==> config.mk <==
export PLATFORM = sky130hd
export DESIGN_NAME = decode_opnds
export DESIGN_NICKNAME = d
export VERILOG_FILES = /design/src/verilog/opnd_pkg.sv /design/src/verilog/decode_opnds.sv /design/src/verilog/operand_combine.sv /design/src/verilog/mem_address_gen.sv /design/src/verilog/reg_operand_select.sv /design/src/verilog/instr_field_decode.sv /design/src/verilog/request_ctrl.sv
export SDC_FILE = /design/constraint.sdc
export NUM_CORES = 1
export LEC_CHECK = 0
export BUFFER_PORTS_ARGS = -buffer_cell sky130_fd_sc_hd__clkbuf_2
export CORE_UTILIZATION = 40
export CTS_CLUSTER_SIZE = 10
export DETAILED_ROUTE_END_ITERATION = 6
export SYNTH_ARGS = -nofsm -noshare
export SYNTH_HDL_FRONTEND = slang
export SYNTH_HIERARCHICAL = 1
export SYNTH_SLANG_ARGS = --single-unit
==> constraint.sdc <==
create_clock -name clk -period 42.1 [get_ports clk]
set_input_delay 6.315 -clock clk [delete_from_list [all_inputs] [get_ports clk]]
set_output_delay 6.315 -clock clk [all_outputs]
set_load 0.1 [all_outputs]
==> src/verilog/opnd_pkg.sv <==
package opnd_pkg;

  // Operand and register width
  localparam int word_width = 32;

  // Opcode byte plus up to ten body bytes after the escape
  localparam int instr_bytes = 11;

  localparam int reg_count    = 8;
  localparam int regsel_width = 3;

  // Wide enough for the longest body, which is ten bytes
  localparam int len_width = 4;

  // General register numbers in the order the x86 encoding uses them
  localparam logic [regsel_width-1:0] reg_eax = 3'd0;
  localparam logic [regsel_width-1:0] reg_ecx = 3'd1;
  localparam logic [regsel_width-1:0] reg_edx = 3'd2;
  localparam logic [regsel_width-1:0] reg_ebx = 3'd3;
  localparam logic [regsel_width-1:0] reg_esp = 3'd4;
  localparam logic [regsel_width-1:0] reg_ebp = 3'd5;
  localparam logic [regsel_width-1:0] reg_esi = 3'd6;
  localparam logic [regsel_width-1:0] reg_edi = 3'd7;

  // Where the two operands come from
  typedef enum logic [2:0] {
    form_reg     = 3'd0,
    form_reg_imm = 3'd1,
    form_eax_imm = 3'd2,
    form_rm_reg  = 3'd3,
    form_reg_rm  = 3'd4,
    form_rm_imm  = 3'd5
  } opnd_form_e;

  typedef enum logic [1:0] {
    cmd_mov = 2'd0,
    cmd_add = 2'd1,
    cmd_cmp = 2'd2,
    cmd_lea = 2'd3
  } cmd_e;

  typedef enum logic [1:0] {
    dest_none = 2'd0,
    dest_reg  = 2'd1,
    dest_mem  = 2'd2
  } dest_kind_e;

  typedef enum logic [1:0] {
    st_idle = 2'd0,
    st_busy = 2'd1,
    st_done = 2'd2
  } ctrl_state_e;

  // Register snapshot, val[n] holds register number n
  typedef struct packed {
    logic [reg_count-1:0][word_width-1:0] val;
  } gpr_file_t;

  // A single read hint from memory
  typedef struct packed {
    logic [word_width-1:0] addr;
    logic [word_width-1:0] data;
  } mem_hint_t;

  // Byte 0 is the opcode and sits in the low bits
  typedef struct packed {
    logic [instr_bytes-1:0][7:0] instr;
    opnd_form_e                  form;
    cmd_e                        cmd;
    logic                        imm_1byte;
    gpr_file_t                   gprs;
    mem_hint_t                   hint;
  } decode_req_t;

  typedef struct packed {
    logic                  has_modrm;
    logic                  has_sib;
    logic                  rm_is_direct;
    logic [7:0]            modrm;
    logic [7:0]            sib;
    logic [word_width-1:0] disp;
    logic [word_width-1:0] imm;
    logic [len_width-1:0]  body_len;
  } instr_fields_t;

  typedef struct packed {
    logic                    opnd0_is_reg;
    logic [regsel_width-1:0] opnd0_sel;
    logic [word_width-1:0]   opnd0_val;
    logic                    opnd1_is_reg;
    logic [regsel_width-1:0] opnd1_sel;
    logic [word_width-1:0]   opnd1_val;
  } reg_opnd_t;

  // Only one operand can be memory, so one address and value serve both
  typedef struct packed {
    logic                  opnd0_is_mem;
    logic                  opnd1_is_mem;
    logic [word_width-1:0] addr;
    logic [word_width-1:0] value;
  } mem_opnd_t;

  typedef struct packed {
    logic [word_width-1:0]   opnd0;
    logic [word_width-1:0]   opnd1;
    logic [len_width-1:0]    body_len;
    dest_kind_e              dest_kind;
    logic [regsel_width-1:0] dest_sel;
  } decode_result_t;

endpackage
==> src/verilog/decode_opnds.sv <==
`timescale 1ns/1ps

module decode_opnds (
  input  logic                     clk,
  input  logic                     arst_n,
  input  logic                     req,
  input  opnd_pkg::decode_req_t    request,
  output logic                     ack,
  output opnd_pkg::decode_result_t result
);

  logic                    load;
  opnd_pkg::decode_req_t   captured;
  opnd_pkg::instr_fields_t fields;
  opnd_pkg::reg_opnd_t     regs;
  opnd_pkg::mem_opnd_t     mem;

  // Handshake and the stable copy of the request
  request_ctrl u_request_ctrl (
    .clk      (clk),
    .arst_n   (arst_n),
    .req      (req),
    .request  (request),
    .ack      (ack),
    .load     (load),
    .captured (captured)
  );

  instr_field_decode u_instr_field_decode (
    .captured (captured),
    .fields   (fields)
  );

  // The register and memory paths run side by side off the same fields
  reg_operand_select u_reg_operand_select (
    .captured (captured),
    .fields   (fields),
    .regs     (regs)
  );

  mem_address_gen u_mem_address_gen (
    .captured (captured),
    .fields   (fields),
    .mem      (mem)
  );

  operand_combine u_operand_combine (
    .clk      (clk),
    .arst_n   (arst_n),
    .load     (load),
    .fields   (fields),
    .captured (captured),
    .regs     (regs),
    .mem      (mem),
    .result   (result)
  );

endmodule

==> src/verilog/operand_combine.sv <==
`timescale 1ns/1ps

module operand_combine (
  input  logic                     clk,
  input  logic                     arst_n,
  input  logic                     load,
  input  opnd_pkg::instr_fields_t  fields,
  input  opnd_pkg::decode_req_t    captured,
  input  opnd_pkg::reg_opnd_t      regs,
  input  opnd_pkg::mem_opnd_t      mem,
  output opnd_pkg::decode_result_t result
);

  logic                      opnd1_is_imm;
  opnd_pkg::dest_kind_e      dest_kind;
  opnd_pkg::decode_result_t  result_next;

  // In the kept forms the immediate only ever feeds operand 1
  assign opnd1_is_imm = captured.form inside {opnd_pkg::form_reg_imm, opnd_pkg::form_eax_imm,
                                              opnd_pkg::form_rm_imm};

  // CMP only sets flags, so nothing gets written back
  always_comb begin
    if (captured.cmd == opnd_pkg::cmd_cmp) begin
      dest_kind = opnd_pkg::dest_none;
    end else if (regs.opnd0_is_reg) begin
      dest_kind = opnd_pkg::dest_reg;
    end else if (mem.opnd0_is_mem) begin
      dest_kind = opnd_pkg::dest_mem;
    end else begin
      dest_kind = opnd_pkg::dest_none;
    end
  end

  // Register beats memory beats immediate
  always_comb begin
    result_next = '0;
    if (regs.opnd0_is_reg) begin
      result_next.opnd0 = regs.opnd0_val;
    end else if (mem.opnd0_is_mem) begin
      result_next.opnd0 = mem.value;
    end
    if (regs.opnd1_is_reg) begin
      result_next.opnd1 = regs.opnd1_val;
    end else if (mem.opnd1_is_mem) begin
      result_next.opnd1 = mem.value;
    end else if (opnd1_is_imm) begin
      result_next.opnd1 = fields.imm;
    end
    result_next.body_len  = fields.body_len;
    result_next.dest_kind = dest_kind;
    result_next.dest_sel  = (dest_kind == opnd_pkg::dest_reg) ? regs.opnd0_sel : '0;
  end

  // Held between loads so the output stays stable for the whole ack phase
  always_ff @(posedge clk or negedge arst_n) begin
    if (!arst_n) begin
      result <= '0;
    end else if (load) begin
      result <= result_next;
    end
  end

endmodule

==> src/verilog/mem_address_gen.sv <==
`timescale 1ns/1ps

module mem_address_gen (
  input  opnd_pkg::decode_req_t   captured,
  input  opnd_pkg::instr_fields_t fields,
  output opnd_pkg::mem_opnd_t     mem
);

  logic                              rm_is_mem;
  logic                              opnd0_is_mem;
  logic                              opnd1_is_mem;
  logic [opnd_pkg::regsel_width-1:0] base_sel;
  logic [opnd_pkg::regsel_width-1:0] index_sel;
  logic [1:0]                        scale;
  logic                              no_base;
  logic                              no_index;
  logic [opnd_pkg::word_width-1:0]   base_val;
  logic [opnd_pkg::word_width-1:0]   index_val;
  logic [opnd_pkg::word_width-1:0]   addr;
  logic                              hint_hit;
  logic [opnd_pkg::word_width-1:0]   value;

  // Any ModR/M with a mod other than 11 names memory through rm
  assign rm_is_mem = fields.has_modrm && !fields.rm_is_direct;

  // Which operand the rm side lands on depends on the form
  assign opnd0_is_mem = rm_is_mem &&
                        captured.form inside {opnd_pkg::form_rm_reg, opnd_pkg::form_rm_imm};
  assign opnd1_is_mem = rm_is_mem && captured.form == opnd_pkg::form_reg_rm;

  // With SIB the base comes from SIB.base, otherwise straight from ModR/M.rm
  assign base_sel  = fields.has_sib ? fields.sib[2:0] : fields.modrm[2:0];
  assign index_sel = fields.sib[5:3];
  assign scale     = fields.sib[7:6];

  // The EBP code under mod 00 means a disp32 takes the place of the base,
  // and this holds in both encodings
  assign no_base = fields.modrm[7:6] == 2'b00 && base_sel == opnd_pkg::reg_ebp;

  // ESP can never be an index, its code marks the index as absent
  assign no_index = !fields.has_sib || index_sel == opnd_pkg::reg_esp;

  assign base_val  = no_base ? '0 : captured.gprs.val[base_sel];
  assign index_val = no_index ? '0 : (captured.gprs.val[index_sel] << scale);

  // Sum wraps at 32 bits, as it does on the real machine
  assign addr = base_val + index_val + fields.disp;

  assign hint_hit = captured.hint.addr == addr;

  // LEA never touches memory and hands the address back as its value
  always_comb begin
    if (captured.cmd == opnd_pkg::cmd_lea) begin
      value = addr;
    end else if (hint_hit) begin
      value = captured.hint.data;
    end else begin
      value = '0;
    end
  end

  always_comb begin
    mem              = '0;
    mem.opnd0_is_mem = opnd0_is_mem;
    mem.opnd1_is_mem = opnd1_is_mem;
    mem.addr         = addr;
    mem.value        = value;
  end

endmodule

==> src/verilog/reg_operand_select.sv <==
`timescale 1ns/1ps

module reg_operand_select (
  input  opnd_pkg::decode_req_t   captured,
  input  opnd_pkg::instr_fields_t fields,
  output opnd_pkg::reg_opnd_t     regs
);

  logic                              is_reg0;
  logic                              is_reg1;
  logic [opnd_pkg::regsel_width-1:0] sel0;
  logic [opnd_pkg::regsel_width-1:0] sel1;

  // Selectors stay at zero when an operand is not a register, which keeps
  // the destination selector clean further down
  always_comb begin
    is_reg0 = 1'b0;
    is_reg1 = 1'b0;
    sel0    = '0;
    sel1    = '0;
    case (captured.form)
      opnd_pkg::form_reg, opnd_pkg::form_reg_imm: begin
        // Register is packed into the low opcode bits
        is_reg0 = 1'b1;
        sel0    = captured.instr[0][2:0];
      end
      opnd_pkg::form_eax_imm: begin
        is_reg0 = 1'b1;
        sel0    = opnd_pkg::reg_eax;
      end
      opnd_pkg::form_rm_reg: begin
        is_reg0 = fields.rm_is_direct;
        sel0    = fields.rm_is_direct ? fields.modrm[2:0] : '0;
        is_reg1 = 1'b1;
        sel1    = fields.modrm[5:3];
      end
      opnd_pkg::form_reg_rm: begin
        is_reg0 = 1'b1;
        sel0    = fields.modrm[5:3];
        is_reg1 = fields.rm_is_direct;
        sel1    = fields.rm_is_direct ? fields.modrm[2:0] : '0;
      end
      opnd_pkg::form_rm_imm: begin
        is_reg0 = fields.rm_is_direct;
        sel0    = fields.rm_is_direct ? fields.modrm[2:0] : '0;
      end
      default: begin
      end
    endcase
  end

  always_comb begin
    regs              = '0;
    regs.opnd0_is_reg = is_reg0;
    regs.opnd0_sel    = sel0;
    regs.opnd0_val    = captured.gprs.val[sel0];
    regs.opnd1_is_reg = is_reg1;
    regs.opnd1_sel    = sel1;
    regs.opnd1_val    = captured.gprs.val[sel1];
  end

endmodule

==> src/verilog/instr_field_decode.sv <==
`timescale 1ns/1ps

module instr_field_decode (
  input  opnd_pkg::decode_req_t   captured,
  output opnd_pkg::instr_fields_t fields
);

  logic [1:0]                       mod_bits;
  logic [2:0]                       rm_bits;
  logic                             has_modrm;
  logic                             has_sib;
  logic                             rm_is_direct;
  logic                             has_imm;
  logic                             disp_is_8;
  logic                             disp_is_32;
  logic [opnd_pkg::len_width-1:0]   disp_len;
  logic [opnd_pkg::len_width-1:0]   imm_len;
  logic [opnd_pkg::len_width-1:0]   disp_pos;
  logic [opnd_pkg::len_width-1:0]   imm_pos;
  logic [opnd_pkg::word_width-1:0]  disp_word;
  logic [opnd_pkg::word_width-1:0]  imm_word;

  // Gathers four little-endian bytes starting at pos
  function automatic logic [opnd_pkg::word_width-1:0] take_word(
    input logic [opnd_pkg::instr_bytes-1:0][7:0] bytes,
    input logic [opnd_pkg::len_width-1:0]        pos
  );
    logic [opnd_pkg::word_width-1:0] word;
    word = '0;
    for (int k = 0; k < 4; k++) begin
      word[8*k +: 8] = bytes[pos + k];
    end
    return word;
  endfunction

  // Keeps all 32 bits, or sign-extends the low byte
  function automatic logic [opnd_pkg::word_width-1:0] sext(
    input logic [opnd_pkg::word_width-1:0] word,
    input logic                            one_byte
  );
    return one_byte ? {{(opnd_pkg::word_width-8){word[7]}}, word[7:0]} : word;
  endfunction

  // Only the rm forms carry a ModR/M byte, always right after the opcode
  assign has_modrm = captured.form inside {opnd_pkg::form_rm_reg, opnd_pkg::form_reg_rm,
                                           opnd_pkg::form_rm_imm};
  assign has_imm   = captured.form inside {opnd_pkg::form_reg_imm, opnd_pkg::form_eax_imm,
                                           opnd_pkg::form_rm_imm};

  assign mod_bits     = captured.instr[1][7:6];
  assign rm_bits      = captured.instr[1][2:0];
  assign rm_is_direct = has_modrm && mod_bits == 2'b11;

  // An rm code of 100 with a memory mod escapes to a SIB byte
  assign has_sib = has_modrm && !rm_is_direct && rm_bits == opnd_pkg::reg_esp;

  // A code of 101 under mod 00 swaps the base register for a disp32,
  // both in ModR/M.rm and in SIB.base
  assign disp_is_32 = has_modrm &&
                      ((mod_bits == 2'b00 && !has_sib && rm_bits == opnd_pkg::reg_ebp) ||
                       (mod_bits == 2'b00 && has_sib &&
                        captured.instr[2][2:0] == opnd_pkg::reg_ebp) ||
                       mod_bits == 2'b10);
  assign disp_is_8  = has_modrm && mod_bits == 2'b01;

  assign disp_len = disp_is_32 ? 4'd4 : (disp_is_8 ? 4'd1 : 4'd0);
  assign imm_len  = has_imm ? (captured.imm_1byte ? 4'd1 : 4'd4) : 4'd0;

  // Each field starts where the previous one ends
  assign disp_pos = 4'd1 + {3'b000, has_modrm} + {3'b000, has_sib};
  assign imm_pos  = disp_pos + disp_len;

  assign disp_word = take_word(captured.instr, disp_pos);
  assign imm_word  = take_word(captured.instr, imm_pos);

  always_comb begin
    fields              = '0;
    fields.has_modrm    = has_modrm;
    fields.has_sib      = has_sib;
    fields.rm_is_direct = rm_is_direct;
    fields.modrm        = has_modrm ? captured.instr[1] : 8'h00;
    fields.sib          = has_sib ? captured.instr[2] : 8'h00;
    // Absent fields read as zero so the address adder needs no extra gating
    fields.disp         = (disp_len != 4'd0) ? sext(disp_word, disp_is_8) : '0;
    fields.imm          = has_imm ? sext(imm_word, captured.imm_1byte) : '0;
    fields.body_len     = {3'b000, has_modrm} + {3'b000, has_sib} + disp_len + imm_len;
  end

endmodule

==> src/verilog/request_ctrl.sv <==
`timescale 1ns/1ps

module request_ctrl (
  input  logic                  clk,
  input  logic                  arst_n,
  input  logic                  req,
  input  opnd_pkg::decode_req_t request,
  output logic                  ack,
  output logic                  load,
  output opnd_pkg::decode_req_t captured
);

  opnd_pkg::ctrl_state_e state;
  opnd_pkg::ctrl_state_e state_next;

  always_ff @(posedge clk or negedge arst_n) begin
    if (!arst_n) begin
      state <= opnd_pkg::st_idle;
    end else begin
      state <= state_next;
    end
  end

  // Idle waits for req, busy lasts exactly one cycle while the decode settles,
  // and done holds ack until the requester lets go of req
  always_comb begin
    state_next = state;
    case (state)
      opnd_pkg::st_idle: begin
        if (req) begin
          state_next = opnd_pkg::st_busy;
        end
      end
      opnd_pkg::st_busy: begin
        state_next = opnd_pkg::st_done;
      end
      opnd_pkg::st_done: begin
        if (!req) begin
          state_next = opnd_pkg::st_idle;
        end
      end
      default: begin
        state_next = opnd_pkg::st_idle;
      end
    endcase
  end

  // The request is taken only once per handshake, so the datapath never sees
  // the requester change its inputs mid-decode
  always_ff @(posedge clk) begin
    if (state == opnd_pkg::st_idle && req) begin
      captured <= request;
    end
  end

  // The result register loads on the edge that leaves st_busy
  assign load = (state == opnd_pkg::st_busy);
  assign ack  = (state == opnd_pkg::st_done);

endmodule

== Yosys cells after proc, flatten, opt, wreduce, memory -nomap -nowiden ==
Cells that the tools add are included.
W data, S select, Z words.

* Bits in registers: 489
* Bits of input ports: 417
* Output and inout bits: 74
* Logic and storage cells: 163

* $add $sub $neg: 14
* $lt $le $gt $ge: 12
* Eq/ne operators: 21
* Shifts and indexed selects: 1
* Multiplexer cells: 55
* Reductions and logical operators: 30

{| class="wikitable"
|+ Operators with widths
! operator !! count
|-
| $mux W32 || 16
|-
| $bmux W32 S3 || 4
|-
| $bmux W8 S4 || 8
|-
| $lt A32 B5 Y1 const B || 6
|-
| $mux W8 || 10
|-
| $add A32 B32 Y32 || 2
|-
| $eq A32 B32 Y1 || 1
|-
| $shl A32 B2 Y32 || 1
|-
| $eq A3 B3 Y1 const B || 7
|-
| $add A4 B2 Y5 const B || 4
|-
| $lt A3 B4 Y1 const B || 4
|-
| $logic_and A1 B1 Y1 || 13
|-
| $add A4 B4 Y4 || 3
|-
| $mux W3 || 4
|-
| $add A4 B1 Y5 const B || 2
|-
| $eq A2 B2 Y1 const B || 5
|-
| $lt A4 B5 Y1 const B || 2
|-
| $mux W2 || 5
|-
| $pmux W3 S3 || 1
|-
| $mux W4 || 2
|-
| $eq A2 B1 Y1 const B || 3
|-
| $eq A3 B2 Y1 const B || 2
|-
| $logic_not A2 Y1 || 3
|-
| $pmux W2 S3 || 1
|-
| other kinds (17) || 24
|}

== Logic depth before layout (Yosys ltp) ==
* Depth after elaboration: 21
* Depth in mapped cells: 31
* Mapped depth without buffers: 24

== By module ==
The synthesis kept the hierarchy.

{| class="wikitable"
|+ Modules (own cells, without submodules)
! module !! instances !! cells an instance !! area an instance (um2)
|-
| request_ctrl || 1 || 422 || 12544.5
|-
| mem_address_gen || 1 || 1031 || 8969.9
|-
| instr_field_decode || 1 || 508 || 5190.0
|-
| reg_operand_select || 1 || 606 || 4849.7
|-
| operand_combine || 1 || 359 || 3439.5
|}

== Worst setup path before layout ==
No wires, ideal clock.

* Kind: input to register
* Start: input port req
* End: register u_request_ctrl/captured[0] (netlist name)
* Setup time: 1782 ps
* Arrival: 35678 ps
* Path slack: 4640 ps
* Stages: 1
* Path buffers: 0
* Cell sequence: nor3b_1

* Longest elaborated chain between the ends: 1

{| class="wikitable"
|+ Ends and longest elaborated chain
! what !! line !! text
|-
| start: declaration || decode_opnds.sv:6 || <nowiki>input logic req,</nowiki>
|-
| $logic_and A1 B1 Y1 || request_ctrl.sv:51 || <nowiki>if (state == opnd_pkg::st_idle && req) begin</nowiki>
|}

No other way between the ends.
A chain may end at the register's enable or synchronous reset.

==> results.md <==
- Final setup violation count: 0
- DP Cell Count: 4339
- Pwr per Cell Area: 71.78 mW/mm2
- CORE AREA: 0.08675 mm2
- Endpoint required time on the critical path: 42.67 ns
- I/O pin total: 491
- Final period util: 24.89%
- Clock tree root buffer cell: clkbuf_16
- H-tree levels: 2
- Capturing element type of the critical path: register
- Router iterations before antenna repair: 6
- Cell type group with the largest total delay on the critical path: compound AO/OA/AOI/OAI gates
- Maximum vdd drop: 0.09979 mV
- Initial DRC count: 4187
- Count of cells resized by post-cts repair: 0
- Fillers: 8109
- Mapped Cells: 2925
- First-pass GRT wire length: 193700 um
- Effective utilization at floorplan: 40.33%
- Final weighted congestion in routability-driven placement: 0.9798
- Type of the tightest min-delay check: register to register
- Die width: 297.8 um
- Worst setup skew after layout: 0.03830 ns
- Final hold violation count: 0
- Total Wirelength: 136000 um
- Layout net count: 3737
- Die Span Y: 297.8 um
- Residual antenna-violating net count after detailed routing: 0
- Kind of start point of the critical path: register
- Result of the run: finished, final reports clean
- Count of warnings emitted by yosys: 6
- Clock-pin slew of the registers on the worst-case setup and hold paths: 0.06 ns
- Net Count, Synth: 3417
- Unrepaired setup endpoints after global routing: false
- Total DRC errors in the routed layout: 0
- Share of cells above drive strength 1: 32.34%
- Levels on crit path: 25
- Final total negative setup slack: 0 ns
- Vias in the first global route: 27260
- Worst hold-check slack: 0.4891 ns
- Hold-fix buffers, CTS: 0
- Count of clock tree sinks: 489
- Register-to-Register Path Depth: 25
- Max capacitance violation total: 0
- Via count: 28700
- Worst slew margin: 0.9954%
- Timing-limited maximum frequency: 0.09541 GHz
- Site Rows: 108
- Clock insertion delay at the later pin of the skew report: 0.65 ns
- Critical path buffer and inverter count: 5
- Area added between synthesis and finish: 13.23%
- TritonCTS clock tree: done
- Worst setup path class: register to register
- Per-cell routed wire length: 30.67 um
- GRT Total Usage: 29.76%
- Worst path max stage delay: 1.05 ns
- Final HPWL from detailed placement: 100900 um
- Die footprint: 0.08866 mm2
- Final non-filler cell total: 4433
- Largest net degree at the start of global routing: 96
- Post-CTS repair timing setup buffer count: 0
- Max Transition Viols Final: 0
- Remaining global-route overflow: 0
- Critical path fanouts, max: 51
- Netlist Area Pre-Place: 0.03499 mm2
- Maximum buffer depth of the clock tree: 3
- TritonCTS Buffers: 58
- Avg Cell Area, Syn: 11.96 um2
- Arr. time, crit path: 11.05 ns
- Final setup slack of the worst path: 31.62 ns
- Worst hold path cell count: 1
- Leakage: 0.01468 uW
- Buffers on Ports: 490
- Slowest cell on the critical path: and4b_1
- Placement Setup Slack: 31.78 ns
- Cell mode on critical path: buf_4
- Least-Margin Pin Slew: 1.485 ns
- Per-cell via count in the routed design: 6.473
- Initial antenna violation count: 6
- Tmin final: 10.48 ns
-- state kept, by name, summed over array words and instances (netlist names) --
signal	cells
u_request_ctrl/state	2
u_operand_combine/result	73
u_request_ctrl/captured	414
-- per-stage QoR --
step | area (um2) | power, uW | utilization [%]
2_1_floorplan | 34990 | 1996 | -
3_3_place_gp | 37900 | 2335 | 43.69
3_5_place_dp | 37900 | 2342 | 43.69
4_1_cts | 39600 | 2812 | 45.65
5_1_grt | 39610 | 2949 | 45.66
6_report | 39620 | 2844 | 45.67
-- final timing paths --
path | start | end | slack [ns]
setup / recovery | u_request_ctrl/captured[325] | u_operand_combine/result[40] | 31.62
hold / removal | u_operand_combine/result[0] | u_operand_combine/result[0] | 0.49
setup reg to reg | u_request_ctrl/captured[325] | u_operand_combine/result[40] | 31.62
hold reg to reg | u_operand_combine/result[0] | u_operand_combine/result[0] | 0.49
max in group asynchronous | arst_n | u_request_ctrl/state[0] | 35.38
min in group asynchronous | arst_n | u_operand_combine/result[65] | 5.59
-- final cells by class --
cell class / instances / area [um2] / share of cell area (%)
Multi-Input combinational cell: 2111 / 19130 / 48.28
Antenna cell: 3 / 7.507 / 0.01895
Sequential cell: 489 / 14310 / 36.12
Clock inverter: 12 / 178.9 / 0.4516
Inverter: 39 / 148.9 / 0.3758
Clock buffer: 78 / 1526 / 3.853
Tap cell: 1155 / 1445 / 3.648
Timing Repair Buffer: 546 / 2875 / 7.257
-- per-layer routing --
layer	track usage, %	up-vias	part of all wire [%]
met3	7.766	267	11
met4	13.21	2	5.0
met5	0	-	0.0096
met2	44.47	1873	44
met1	40.60	14210	40
li1	-	12340	-
-- placed cells by master (no fill, tap or decap), types with 12 or more instances in the layout --
master     instances
a31oi_1           19
nor2_1           169
nand2_1          243
a211oi_1          92
and2_1            20
dfrtp_1           75
xor2_1            27
a21oi_1          115
nand3_1           25
edfxtp_1         414
a221oi_1          91
mux4_2           228
nor4_1            37
mux2i_1          160
nand4_1           45
and3_1           133
a211oi_2          32
o21ai_0           65
xnor2_1           34
mux2_2            73
nor3_1            18
nand2b_1          15
a2111oi_0         32
inv_1             36
clkbuf_16         58
nor2b_1           18
clkbuf_2         489
clkbuf_1          20
ha_1              38
o21ai_2           30
o22a_1            12
fa_1              33
buf_4             56
o211ai_1          21
o22ai_1           88
-- power by group --
group	switching, uW	leakage [uW]	internal [uW]	total (uW)
clock	199	0.000814	264	463
sequential	145	0.00478	675	820
combinational	1060	0.00908	502	1560
total	1400	0.0147	1440	2840
Note: power is estimated with default switching activity, not from simulation.
